File: src/include/tinker_config.svh
// Core configuration macros: reset PC, data and instruction widths, register count, PC step
`ifndef TINKER_CONFIG_SVH
`define TINKER_CONFIG_SVH

// ------------------------------
// Program counter
// ------------------------------
`define TINKER_RESET_PC   64'h0000_0000_0000_2000  // First fetch address
`define TINKER_PC_STEP    4                        // One instruction word

// ------------------------------
// Datapath widths
// ------------------------------
`define TINKER_WORD_BITS  64   // Register and memory data word
`define TINKER_INSTR_BITS 32   // Instruction word
`define TINKER_IMM_BITS   12   // Immediate field, sign-extended
`define TINKER_NUM_REGS   32   // General purpose registers

`endif

File: src/source/tinker_pkg.sv
// Shared core types: words, opcodes, classes, states, decoded fields, strobes, memory request
`include "tinker_config.svh"

package tinker_pkg;

    typedef logic [`TINKER_WORD_BITS-1:0]          word_t;     // Data word
    typedef logic [`TINKER_INSTR_BITS-1:0]         instr_t;    // Instruction word
    typedef logic [$clog2(`TINKER_NUM_REGS)-1:0]   reg_idx_t;  // Register number

    // ------------------------------
    // Opcodes kept in this core
    // ------------------------------
    typedef enum logic [4:0] {
        op_and     = 5'b00000,
        op_or      = 5'b00001,
        op_xor     = 5'b00010,
        op_not     = 5'b00011,
        op_shftr   = 5'b00100,  // Logical right
        op_shftri  = 5'b00101,  // Arithmetic right by literal
        op_shftl   = 5'b00110,
        op_shftli  = 5'b00111,
        op_load    = 5'b10000,
        op_mov_rr  = 5'b10001,
        op_mov_lit = 5'b10010,
        op_store   = 5'b10011,
        op_add     = 5'b11000,
        op_addi    = 5'b11001,
        op_sub     = 5'b11010,
        op_subi    = 5'b11011,
        op_mul     = 5'b11100,
        op_div     = 5'b11101,
        op_halt    = 5'b11111
    } opcode_t;

    typedef enum logic [2:0] {
        cls_alu,    // Includes both moves
        cls_load,
        cls_store,
        cls_nop,    // Branches, calls and undefined codes
        cls_halt
    } op_class_t;

    // Decoded instruction fields
    typedef struct packed {
        opcode_t   opcode;
        op_class_t op_class;
        reg_idx_t  rd;
        reg_idx_t  rs;
        reg_idx_t  rt;
        word_t     imm;          // Sign-extended literal
        logic      use_literal;  // Operand 2 is imm
    } decoded_t;

    typedef enum logic [2:0] {
        st_fetch,
        st_decode,
        st_execute,
        st_memory,
        st_writeback,
        st_halted
    } core_state_t;

    // Control strobes, one cycle each
    typedef struct packed {
        logic ir_write;
        logic pc_advance;
        logic alu_capture;
        logic mdr_capture;
        logic reg_write;
        logic mem_to_reg;
        logic mem_read;
        logic mem_write;
    } ctrl_t;

    // Request to the external byte memory
    typedef struct packed {
        word_t addr;
        word_t wdata;
        logic  read;
        logic  write;
    } mem_req_t;

endpackage

File: src/source/instr_fetch.sv
// Program counter, instruction register and instruction field decode
`timescale 1ns/1ps
`include "tinker_config.svh"

module instr_fetch (
    input  logic                 clk,
    input  logic                 reset,
    input  tinker_pkg::ctrl_t    ctrl,
    input  tinker_pkg::instr_t   instr_word,  // From memory in fetch
    output tinker_pkg::word_t    pc,
    output tinker_pkg::decoded_t dec
);
    import tinker_pkg::*;

    instr_t ir;  // Instruction register

    // ------------------------------
    // PC and IR
    // ------------------------------
    always_ff @(posedge clk or posedge reset) begin
        if (reset) begin
            pc <= `TINKER_RESET_PC;
        end else if (ctrl.pc_advance) begin
            pc <= pc + word_t'(`TINKER_PC_STEP);  // Sequential only
        end
    end

    always_ff @(posedge clk or posedge reset) begin
        if (reset) begin
            ir <= '0;
        end else if (ctrl.ir_write) begin
            ir <= instr_word;
        end
    end

    // Field slicing
    always_comb begin
        dec.opcode = opcode_t'(ir[31:27]);
        dec.rd     = ir[26:22];
        dec.rs     = ir[21:17];
        dec.rt     = ir[16:12];
        dec.imm    = {{(`TINKER_WORD_BITS - `TINKER_IMM_BITS){ir[`TINKER_IMM_BITS-1]}},
                      ir[`TINKER_IMM_BITS-1:0]};  // Sign extend

        // Class and literal select
        dec.use_literal = 1'b0;
        case (ir[31:27])
            op_and, op_or, op_xor, op_not,
            op_shftr, op_shftl, op_mov_rr,
            op_add, op_sub, op_mul, op_div: begin
                dec.op_class = cls_alu;
            end
            op_shftri, op_shftli, op_mov_lit, op_addi, op_subi: begin
                dec.op_class    = cls_alu;
                dec.use_literal = 1'b1;
            end
            op_load: begin
                dec.op_class    = cls_load;
                dec.use_literal = 1'b1;  // Offset from rs
            end
            op_store: begin
                dec.op_class    = cls_store;
                dec.use_literal = 1'b1;  // Offset from rd
            end
            op_halt:  dec.op_class = cls_halt;
            default:  dec.op_class = cls_nop;  // Branches and unknown codes
        endcase
    end

    // Word alignment of the fetch address
    a_pc_aligned: assert property (@(posedge clk) disable iff (reset)
        pc[1:0] == 2'b00);

endmodule

File: config.mk
export PLATFORM = sky130hd
export DESIGN_NAME = instr_fetch
export DESIGN_NICKNAME = d
export VERILOG_FILES = /design/src/source/tinker_pkg.sv /design/src/source/instr_fetch.sv
export VERILOG_INCLUDE_DIRS = /design/src /design/src/include
export SDC_FILE = /design/constraint.sdc
export NUM_CORES = 1
export LEC_CHECK = 0
export BUFFER_PORTS_ARGS = -buffer_cell sky130_fd_sc_hd__buf_2
export CAP_MARGIN = 30
export CORE_ASPECT_RATIO = 0.7
export CORE_MARGIN = 8
export CORE_UTILIZATION = 52
export DETAILED_ROUTE_END_ITERATION = 8
export HOLD_SLACK_MARGIN = 0.08
export PLACE_DENSITY = 0.86
export SETUP_SLACK_MARGIN = 0.4
export SYNTH_ARGS = -nofsm -noshare
export SYNTH_HDL_FRONTEND = slang
export SYNTH_SLANG_ARGS = --single-unit
File: constraint.sdc
create_clock -name clk -period 5.6 [get_ports clk]
set_input_delay 0.28 -clock clk [delete_from_list [all_inputs] [get_ports clk]]
set_output_delay 0.28 -clock clk [all_outputs]
set_load 0.05 [all_outputs]
After elaboration in Yosys (flattened, before gate mapping):

Cells that the tools add are included.

* $add $sub $neg: 1
* multiplexer cells: 2
* magnitude comparators: 0
* multiply operators: 0
* divide/modulo/power cells: 0
* bitwise logic cells: 0
* equality and inequality tests: 18
* reductions and logical operators: 3
* shifts and indexed selects: 0

Operators by type and width (count)
* $add 64x3->64 const B: 1
* $eq 5x5->1 const B: 11
* $eq 5x3->1 const B: 4
* $reduce_or 16->1: 1
* $pmux 3 s4: 1
* $eq 5x2->1 const B: 2
* $reduce_or 7->1: 1
* $eq 5x1->1 const B: 1
* $logic_not 5->1: 1
* $mux 1: 1

* memory bits (read-only): 0
* memory bits (writable): 0
* latch bits: 0
* logic and storage cells: 26
* memories: 0
* input bits: 42
* flip-flop bits (word level): 96

Depth between registers and ports, before layout:

Gate-level depths: netlist of the first run.

* word-level depth: 3
* gate-level depth with buffers: 7

Least setup slack after synthesis of the first run:

OpenSTA, ideal clock, no wires.

* kind: reg2out
* from: register ir[31]
* to: output port dec[80] in the netlist's numbering
* setup slack: 3078 ps
* stages on the path, launching flop included: 5
* data arrival time: 2242 ps
* path through: dfrtp_1 -> nor2b_1 -> nor2b_1 -> a31oi_1 -> o21ai_0

RTL lines
* start: declaration: RTL line instr_fetch.sv:15 `instr_t ir;`
* start signal: assignment: RTL line instr_fetch.sv:32 `ir <= instr_word;`
* end: declaration: RTL line instr_fetch.sv:11 `output tinker_pkg::decoded_t dec`

Worst setup path in the final report of the first run:

* from: register pc[2]
* to: register pc[56]

* word-level cells in the longest chain between the ends: 1

RTL lines
* start: declaration: RTL line instr_fetch.sv:10 `output tinker_pkg::word_t pc,`
* start signal: assignment: RTL line instr_fetch.sv:22 `` pc <= `TINKER_RESET_PC; ``
* start signal: assignment: RTL line instr_fetch.sv:24 `` pc <= pc + word_t'(`TINKER_PC_STEP); ``
* $add 64x3->64: RTL line instr_fetch.sv:24

Every way passes these cells.
A chain may end at the register's enable or synchronous reset.

==> results of run 1 <==
[final cells by class]
type / instances / share of cell area
Sequential cell: 94 / 0.425
Multi-Input combinational cell: 247 / 0.321
Timing Repair Buffer: 188 / 0.175
Clock buffer: 12 / 0.0445
Tap cell: 120 / 0.0271
Clock inverter: 4 / 0.00429
Inverter: 3 / 0.00226
[flip-flops by register name, summed over array words and instances (netlist names)]
signal and flops:
pc 62, ir 32
[per-stage QoR]
step,std cells,utilization
after floorplan,408,-
after global placement,650,0.614
after detailed placement,650,0.614
after CTS,667,0.647
after global routing,668,0.650
final,668,0.650
[worst max-delay path by stage]
stage                      startpoint  depth (start not counted)            endpoint
floorplan                       reset                          1   ir[0]$_DFFE_PP0P_
global placement    pc[2]$_DFFE_PP0P_                          6  pc[56]$_DFFE_PP0P_
detailed placement  pc[2]$_DFFE_PP0P_                          6  pc[56]$_DFFE_PP0P_
CTS                 pc[2]$_DFFE_PP0P_                          6  pc[56]$_DFFE_PP0P_
global route        pc[2]$_DFFE_PP0P_                          6  pc[56]$_DFFE_PP0P_
finish              pc[2]$_DFFE_PP0P_                          6  pc[56]$_DFFE_PP0P_
[power groups by stage]
stage	Combinational [mW]	Clock, mW	Sequential [mW]
floorplan	0.300	0	0.962
global placement	0.535	0	0.794
detailed placement	0.543	0	0.798
CTS	0.545	0.569	0.786
global route	0.571	0.594	0.789
finish	0.550	0.553	0.781
[kinds of logic (layout without fill, tap and decap cells)]
family | after synthesis | count (layout)
compound gates | 7 | 7
xor+xnor | 61 | 61
fa+ha+maj | 1 | 1
buf+inv | 67 | 207
flops | 94 | 94
mux | 33 | 33
other cells | 1 | 2
simple gates | 143 | 143
[layout by cell type (no fill, tap or decap), drive strengths merged]
cell	Yosys	final
buf	62	187
dfrtp	93	93
xnor2	35	35
mux2	33	33
nand2	29	29
nand4	28	28
xor2	26	26
nor2	19	19
nand3	19	19
and3	12	12
nor3	12	12
clkbuf	2	12
nor4	6	6
and4	5	5
clkinv	0	5
nor2b	3	3
or3	3	3
nor3b	2	2
inv	3	2
a21oi	2	2
o21ai	2	2
conb	1	2
or2	1	1
nand2b	1	1
or4	1	1
and2	1	1
nor4b	1	1
a31oi	1	1
o211ai	1	1
o22ai	1	1
ha	1	1
dlygate4sd3	0	1
dfstp	1	1
[metal layers]
metal,part of all wire,vias to the layer above
met5,0,-
met1,0.39,1650
met2,0.50,147
met3,0.097,10
met4,0.017,0
li1,-,1616
[what timing repair did]
item | 4_1_cts | 5_1_grt
endpoints found under the hold margin | 30 | 0
hold buffers | 1 | 0
endpoints found under the setup margin | 0 | 0
==> flow_summary.json, run 1 <==
{
  "synth_compound_area_frac": 0.00873,
  "fin_worst_skew_ns": 0.00724,
  "num_rows": 28,
  "drc_errors": 0,
  "post_cts_buffers": 0,
  "tns_ns": 0,
  "yosysWarningCount": 0,
  "port_buffers": 185,
  "h-tree-depth": 3,
  "syn_inst": 407,
  "seq_area_um2": 2350,
  "root_buffer": "clkbuf_16",
  "layout-drive-gt1-share": 0.445,
  "use_met1": 0.210,
  "async_flop_share": 1.00,
  "hold_depth": 2,
  "ant_nets": 0,
  "synth_ff_type": "dfrtp_1",
  "synthAdderAreaFrac": 0.00273,
  "viasPerCell": 5.12,
  "yosys-top-cells-area": "dfrtp_1 51%, buf_4 8.8%, mux2_2 8.1%",
  "post-route-period-util": 0.442,
  "clock_latency_ns": 0.34,
  "p_int_mw": 1.16,
  "syn_area_per_cell_um2": 11.3,
  "clk_path_buf_depth": 2,
  "setup_violations": 0,
  "detail_route.wl_per_cell_um": 17.1,
  "reg2reg_slack_ns": 3.13,
  "cp.required_ns": 5.86,
  "r2r-end": "pc[56]$_DFFE_PP0P_",
  "yosysTopAreaCellShare": 0.507,
  "clkSinkCount": 94,
  "synth-simple-area-share": 0.177,
  "muxShareOfSynthArea": 0.0810,
  "post-place-ws_ns": 3.15,
  "path_cells": "ha_1 > nand4_1 > nor4_4 > nand2_1 > nor4b_1 > xor2_1",
  "cts_resized": 0,
  "synth-edff-count": 0,
  "antenna_cells": 0,
  "die_height_um": 94.6,
  "fmax_mhz": 404,
  "grt.overflow.total": 0,
  "p_switching_uw": 722,
  "fp.dieW_um": 128,
  "period_minus_slack_ns": 2.47,
  "grt_max_degree": 65,
  "cp_max_fo": 12,
  "place_hpwl_mm": 8.60,
  "worstMarginPinSlew_ns": 0.791,
  "yosysMostFrequentCell": "dfrtp_1",
  "synth-xor-area-share": 0.116,
  "drt-initial-drc-count": 232,
  "total_power_mw": 1.88,
  "grt_usage": 0.181,
  "nFillCells": 670,
  "numCtsBuffers": 9,
  "path_buf_inv": 0,
  "min-delay-start": "instr_word[13]",
  "yosys-top-cells-count": "93 x dfrtp_1, 54 x buf_4, 35 x xnor2_1, 33 x mux2_2, 29 x nand2_1",
  "synth_top_cell_by_area": "dfrtp_1",
  "placed_area_um2": 5230,
  "hold_viol": 0,
  "power_frac_comb": 0.292,
  "grt_pass1_wl_mm": 17.6,
  "status": "completed",
  "die-area_um2": 12100,
  "holdPathEnd": "ir[13]$_DFFE_PP0P_",
  "io_pins": 194,
  "ys_types": 37,
  "antenna_found_initial": 0,
  "core_area_um2": 8510,
  "drv_cap": 0,
  "cts_tree": "built",
  "grt_busiest_layer": "met2",
  "final_cell_area_um2": 5540,
  "rsz0062_at_grt": "false",
  "ys_ff_latch": 94,
  "crit_path_max_incr_delay_ns": 0.47,
  "critPathLaunchType": "flip-flop",
  "end_kind": "flip-flop",
  "p_leak_nw": 2.88,
  "p_per_area_nw_per_um2": 340,
  "syn_to_final_growth_pct": 20.7,
  "share_seq_of_total_power": 0.415,
  "slew_headroom": 0.473,
  "reg2reg_depth": 6,
  "vias": 3423,
  "place_congestion": 0.818,
  "finalMaxSlewViolations": 0,
  "crit_path_top_delay_cell": "nor4_4",
  "cp.arrival_ns": 2.74,
  "setup_slack_ns": 3.13,
  "rr_startpoint": "pc[2]$_DFFE_PP0P_",
  "synth_top_family_by_area": "simple AND/OR/NAND/NOR gates",
  "multi_input_area_um2": 1780,
  "nets": 586,
  "grt.met3_usage": 0.0625,
  "hold_ws_ns": 0.171,
  "p_clk_frac": 0.294,
  "clkTransAtPathRegs_ns": 0.07,
  "path_delay_family": "simple AND/OR/NAND/NOR gates",
  "grt_pass1_vias": 3416,
  "path_class": "flip-flop to flip-flop",
  "ys_seq_area_frac": 0.513,
  "wl_mm": 11.4,
  "hp-class": "primary input to flip-flop",
  "irDropWorstVdd_mv": 0.165,
  "grt_use_met2": 0.310,
  "drtPass1Iterations": 4,
  "syn_area_um2": 4590,
  "start_util": 0.539,
  "switching_share": 0.383
}
No activity file was read; power rests on OpenSTA's default activity.
==> inputs of run 2 (changes only) <==
--- a/config.mk
+++ b/config.mk
@@ -10,10 +10,10 @@
 export CAP_MARGIN = 30
 export CORE_ASPECT_RATIO = 0.7
 export CORE_MARGIN = 8
-export CORE_UTILIZATION = 52
+export CORE_UTILIZATION = 43
 export DETAILED_ROUTE_END_ITERATION = 8
 export HOLD_SLACK_MARGIN = 0.08
-export PLACE_DENSITY = 0.86
+export PLACE_DENSITY = 0.76
 export SETUP_SLACK_MARGIN = 0.4
 export SYNTH_ARGS = -nofsm -noshare
 export SYNTH_HDL_FRONTEND = slang
==> constraint.sdc (replaced) <==
create_clock -name clk -period 2.2 [get_ports clk]
set_input_delay 0.11 -clock clk [delete_from_list [all_inputs] [get_ports clk]]
set_output_delay 0.11 -clock clk [all_outputs]
set_load 0.05 [all_outputs]
==> run 2 against run 1 <==
Effect of this change: clock skew rose by 0.0051 ns; flip-flop and latch count stayed put; clock power rose to 2.6 times the previous value; critical path depth is the same; setup slack got worse by 2.8 ns; critical path type unchanged; critical endpoint is now pc[52]$_DFFE_PP0P_.
==> flow_summary.json, run 2 (synthesized netlist as in run 1, its figures left out) <==
{
  "status": "completed",
  "crit_path_top_delay_cell": "dfstp_2",
  "hold_viol": 0,
  "worstMarginPinSlew_ns": 0.729,
  "fp.dieW_um": 139,
  "post-route-period-util": 0.839,
  "reg2reg_depth": 6,
  "wl_mm": 13.2,
  "post-place-ws_ns": 0.252,
  "reg2reg_slack_ns": 0.35,
  "h-tree-depth": 3,
  "grt_max_degree": 55,
  "start_util": 0.443,
  "min-delay-start": "ctrl[6]",
  "detail_route.wl_per_cell_um": 17.5,
  "setup_violations": 0,
  "worstSetupStartpoint": "pc[13]$_DFFE_PP1P_",
  "num_rows": 31,
  "holdPathEnd": "pc[4]$_DFFE_PP0P_",
  "clk_path_buf_depth": 2,
  "die-area_um2": 14300,
  "irDropWorstVdd_mv": 0.791,
  "tns_ns": 0,
  "path_buf_inv": 1,
  "place_hpwl_mm": 8.96,
  "regMostFlops": "pc",
  "root_buffer": "clkbuf_16",
  "cp_max_fo": 4,
  "path_class": "flip-flop to flip-flop",
  "fin_cells": 754,
  "clkSinkCount": 94,
  "hp-class": "primary input to flip-flop",
  "clkTransAtPathRegs_ns": 0.07,
  "finalMaxSlewViolations": 0,
  "drtPass1Iterations": 4,
  "nets": 660,
  "p_per_area_nw_per_um2": 771,
  "path_delay_family": "simple AND/OR/NAND/NOR gates",
  "setup_slack_ns": 0.355,
  "layout-drive-gt1-share": 0.596,
  "hold_depth": 3,
  "path_cells": "and4_1 > buf_4 > and4_4 > nand3_4 > or4_4 > xnor2_1",
  "drc_errors": 0,
  "fmax_mhz": 542,
  "io_pins": 194,
  "grt_pass1_wl_mm": 20.6,
  "grt_pass1_vias": 3980,
  "p_leak_nw": 3.34,
  "antenna_cells": 0,
  "period_minus_slack_ns": 1.85,
  "syn_to_final_growth_pct": 43.9,
  "dp.cells": 669,
  "clock_latency_ns": 0.34,
  "numCtsBuffers": 9,
  "vias": 3830,
  "crit_path_max_incr_delay_ns": 0.53,
  "cp.arrival_ns": 2.07,
  "seq_area_um2": 2420,
  "end_kind": "flip-flop",
  "viasPerCell": 5.08,
  "slew_headroom": 0.513,
  "fin_worst_skew_ns": 0.0124,
  "r2r-end": "pc[52]$_DFFE_PP0P_",
  "rsz0062_at_grt": "true",
  "cp.required_ns": 2.42,
  "grt_usage": 0.178,
  "core_area_um2": 10400,
  "multi_input_area_um2": 2070,
  "port_buffers": 185,
  "antenna_found_initial": 0,
  "drt-initial-drc-count": 139,
  "ant_nets": 0,
  "drv_cap": 0,
  "place_congestion": 0.806,
  "layout_common_cells": "184 x buf_2, 51 x dfrtp_2, 42 x dfrtp_1",
  "cts_tree": "built",
  "die_height_um": 102,
  "largest_registers": "pc (62), ir (32)",
  "rr_startpoint": "pc[13]$_DFFE_PP1P_",
  "layout_commonest_cell": "buf_2",
  "largest_reg_flops": 62,
  "grt.overflow.total": 0,
  "critPathLaunchType": "flip-flop",
  "nFillCells": 766
}
[run 2: cell count changes in the layout (fill, tap and decap cells not counted), moves of 6 or more]
cell / change
buf_6: +8
dfrtp_1: -51
buf_4: +32
dlygate4sd3_1: +33
nor3_4: +6
dfrtp_2: +51
nor3_1: -6
[run 2: power breakdown]
| group | total (mW) | switching [mW] | internal, mW |
|---|---|---|---|
| logic | 1.61 | 1.15 | 0.461 |
| clock network | 1.46 | 0.661 | 0.803 |
| registers | 2.01 | 0.151 | 1.86 |
| total | 5.09 | 1.96 | 3.13 |
[run 2: how the worst max path moves through the flow]
| stage | to | depth (start not counted) | slack [ns] |
|---|---|---|---|
| 2_1_floorplan | pc[59]$_DFFE_PP0P_ | 6 | 0.16 |
| 3_3_place_gp | pc[61]$_DFFE_PP0P_ | 6 | 0.25 |
| 3_5_place_dp | pc[61]$_DFFE_PP0P_ | 6 | 0.25 |
| 4_1_cts | pc[52]$_DFFE_PP0P_ | 6 | 0.37 |
| 5_1_grt | pc[43]$_DFFE_PP0P_ | 7 | 0.27 |
| 6_report | pc[52]$_DFFE_PP0P_ | 6 | 0.35 |
[run 2: worst register-to-register path: stages, from the launching register on]
cell,delay (ns)
dfstp_2,0.53
and4_1,0.20
buf_4,0.11
and4_4,0.24
nand3_4,0.08
or4_4,0.43
xnor2_1,0.13
[run 2: what timing repair did]
action	4_1_cts	5_1_grt
gates cloned	1	0
gates resized for setup	13	32
setup endpoints to repair	20	27
hold endpoints to repair	60	0
setup buffers	22	12
hold buffers	34	0
pin swaps	12	32
[run 2: cell type report]
cell class	count	area share
Clock buffer	12	0.0373
Clock inverter	4	0.00474
Inverter	3	0.00227
Multi-Input combinational cell	247	0.313
Sequential cell	94	0.366
Tap cell	132	0.0250
Timing Repair Buffer	262	0.251
[run 2: layer usage]
| metal | global-route usage | wire, um | vias to the layer above |
|---|---|---|---|
| li1 | - | - | 1780 |
| met1 | 0.207 | 5190 | 1865 |
| met2 | 0.309 | 6680 | 172 |
| met3 | 0.0653 | 1210 | 13 |
| met4 | 0.0453 | 116 | 0 |
| met5 | 0 | 0 | - |
[run 2: metrics by stage]
step                       util  hold slack (ns)  area, um^2  power (mW)
final                     0.637            0.128        6600        5.09
after global routing      0.637            0.152        6600        5.30
after CTS                 0.613            0.111        6350        5.12
after detailed placement  0.530            0.263        5480        3.47
after global placement    0.530            0.249        5480        3.44
after floorplan               -            0.262        4770        3.26
==> inputs of run 3 (changes only) <==
==> constraint.sdc (replaced) <==
create_clock -name clk -period 1.68 [get_ports clk]
set_input_delay 0.084 -clock clk [delete_from_list [all_inputs] [get_ports clk]]
set_output_delay 0.084 -clock clk [all_outputs]
set_load 0.05 [all_outputs]
==> run 3 against run 2 <==
Effect of this change: wire length grew 54%; count of clock-buffer cells in the layout fell by 1; sequential power is 32% higher; maximum frequency decreased by 5.8%; setup slack got worse by 0.63 ns; clock power rose by 52%; the run now ends with negative setup slack left; global-route usage rose by 6.2 points; flip-flop and latch count is the same; via count is 19% higher.
==> flow_summary.json, run 3 (synthesized netlist as in run 1, its figures left out) <==
{
  "status": "finished with violations",
  "violations": "negative setup slack",
  "p_int_mw": 5.05,
  "p_per_area_nw_per_um2": 898,
  "min-delay-start": "ctrl[6]",
  "largest_reg_flops": 62,
  "port_buffers": 185,
  "hold_viol": 0,
  "path_class": "flip-flop to flip-flop",
  "antenna_found_initial": 0,
  "layout_commonest_cell": "buf_2",
  "grt_pass1_wl_mm": 26.5,
  "worstSetupStartpoint": "pc[13]$_DFFE_PP1P_",
  "final_cell_area_um2": 8850,
  "fin_worst_skew_ns": 0.00906,
  "p_clk_frac": 0.280,
  "cts_tree": "built",
  "fmax_mhz": 511,
  "critPathLaunchType": "flip-flop",
  "seq_area_um2": 2430,
  "finalMaxSlewViolations": 0,
  "power_frac_comb": 0.387,
  "root_buffer": "clkbuf_16",
  "h-tree-depth": 3,
  "regMostFlops": "pc",
  "largest_registers": "pc (62), ir (32)",
  "nFillCells": 458,
  "fin_cells": 843,
  "clock_latency_ns": 0.35,
  "viasPerCell": 5.43,
  "die_height_um": 102,
  "setup_violations": 36,
  "io_pins": 194,
  "hp-class": "primary input to flip-flop",
  "layout-drive-gt1-share": 0.714,
  "core_area_um2": 10400,
  "p_switching_mw": 2.89,
  "place_hpwl_mm": 9.69,
  "numCtsBuffers": 9,
  "placed_area_um2": 6110,
  "drc_errors": 0,
  "fp.dieW_um": 139,
  "start_util": 0.443,
  "share_seq_of_total_power": 0.333,
  "dp.cells": 727,
  "multi_input_area_um2": 2450,
  "cp.arrival_ns": 2.22,
  "drt-initial-drc-count": 278,
  "ant_nets": 0,
  "period_minus_slack_ns": 1.96,
  "irDropWorstVdd_mv": 1.37,
  "cp.required_ns": 1.94,
  "setup_slack_ns": -0.279,
  "num_rows": 31,
  "vias": 4575,
  "rsz0062_at_grt": "true",
  "syn_to_final_growth_pct": 93.0,
  "grt.overflow.total": 0,
  "place_congestion": 0.825,
  "clk_path_buf_depth": 2,
  "die-area_um2": 14300,
  "wl_mm": 20.3,
  "rr_startpoint": "pc[13]$_DFFE_PP1P_",
  "clkTransAtPathRegs_ns": 0.07,
  "p_leak_nw": 4.47,
  "drv_cap": 0,
  "grt_usage": 0.240,
  "detail_route.wl_per_cell_um": 24.1,
  "layout_common_cells": "119 x buf_2, 83 x buf_4, 60 x buf_12",
  "nets": 748,
  "clkSinkCount": 94,
  "post-route-period-util": 1.17,
  "grt_pass1_vias": 4580,
  "cp_max_fo": 2,
  "grt_max_degree": 63,
  "switching_share": 0.364,
  "end_kind": "flip-flop",
  "drtPass1Iterations": 5
}
[run 3: power by group through the flow]
stage                     clock network, mW  logic, mW  registers [mW]
after floorplan                           0       1.16            3.30
after global placement                    0       2.08            2.66
after detailed placement                  0       2.10            2.68
after CTS                              2.26       2.80            2.62
after global routing                   2.34       3.20            2.66
final                                  2.22       3.07            2.65
[run 3: path summary, 6_finish.rpt]
check	endpoint	slack [ns]	depth (start not counted)
worst max-delay path	pc[22]$_DFFE_PP0P_	-0.28	7
min in group asynchronous	ir[0]$_DFFE_PP0P_	0.30	3
worst max register to register	pc[22]$_DFFE_PP0P_	-0.28	7
worst min register to register	pc[63]$_DFFE_PP0P_	0.48	1
max in group asynchronous	pc[13]$_DFFE_PP1P_	0.71	4
worst min-delay path	pc[3]$_DFFE_PP0P_	0.12	2
[run 3: worst max-delay path: stages (launching register included)]
cell,delay [ns]
dfstp_2,0.57
buf_6,0.11
nand4_1,0.15
nor4_4,0.35
buf_4,0.21
and3_4,0.18
and3_4,0.18
xor2_1,0.14
[run 3: area by class of cell]
cell class,instances,share of cell area
Inverter,3,0.00170
Multi-Input combinational cell,247,0.277
Tap cell,132,0.0187
Clock buffer,11,0.0274
Antenna cell,1,0.000283
Timing Repair Buffer,350,0.392
Sequential cell,94,0.274
Clock inverter,5,0.00933
[run 3: layer usage]
layer	track usage	routed length [um]
met5	0	0
met4	0.0873	665
met2	0.423	10300
met1	0.272	7740
met3	0.0761	1560
[run 3: what timing repair did]
action | CTS | global route
endpoints found under the hold margin | 65 | 0
resized for setup | 299 | 66
pin swaps | 51 | 40
setup buffers | 30 | 30
cloned | 1 | 4
setup endpoints to repair | 113 | 116
hold buffers | 34 | 0
[run 3: per-stage QoR]
stage,setup TNS [ns],worst slack [ns],util,hold WS (ns),power [mW]
finish,-5.78,-0.279,0.855,0.116,7.94
global route,-7.57,-0.307,0.854,0.118,8.19
CTS,-1.59,-0.103,0.792,0.108,7.68
detailed placement,-1.71,-0.136,0.590,0.0798,4.77
global placement,-0.815,-0.0839,0.590,0.0746,4.74
floorplan,-10.08,-0.363,-,0.232,4.45
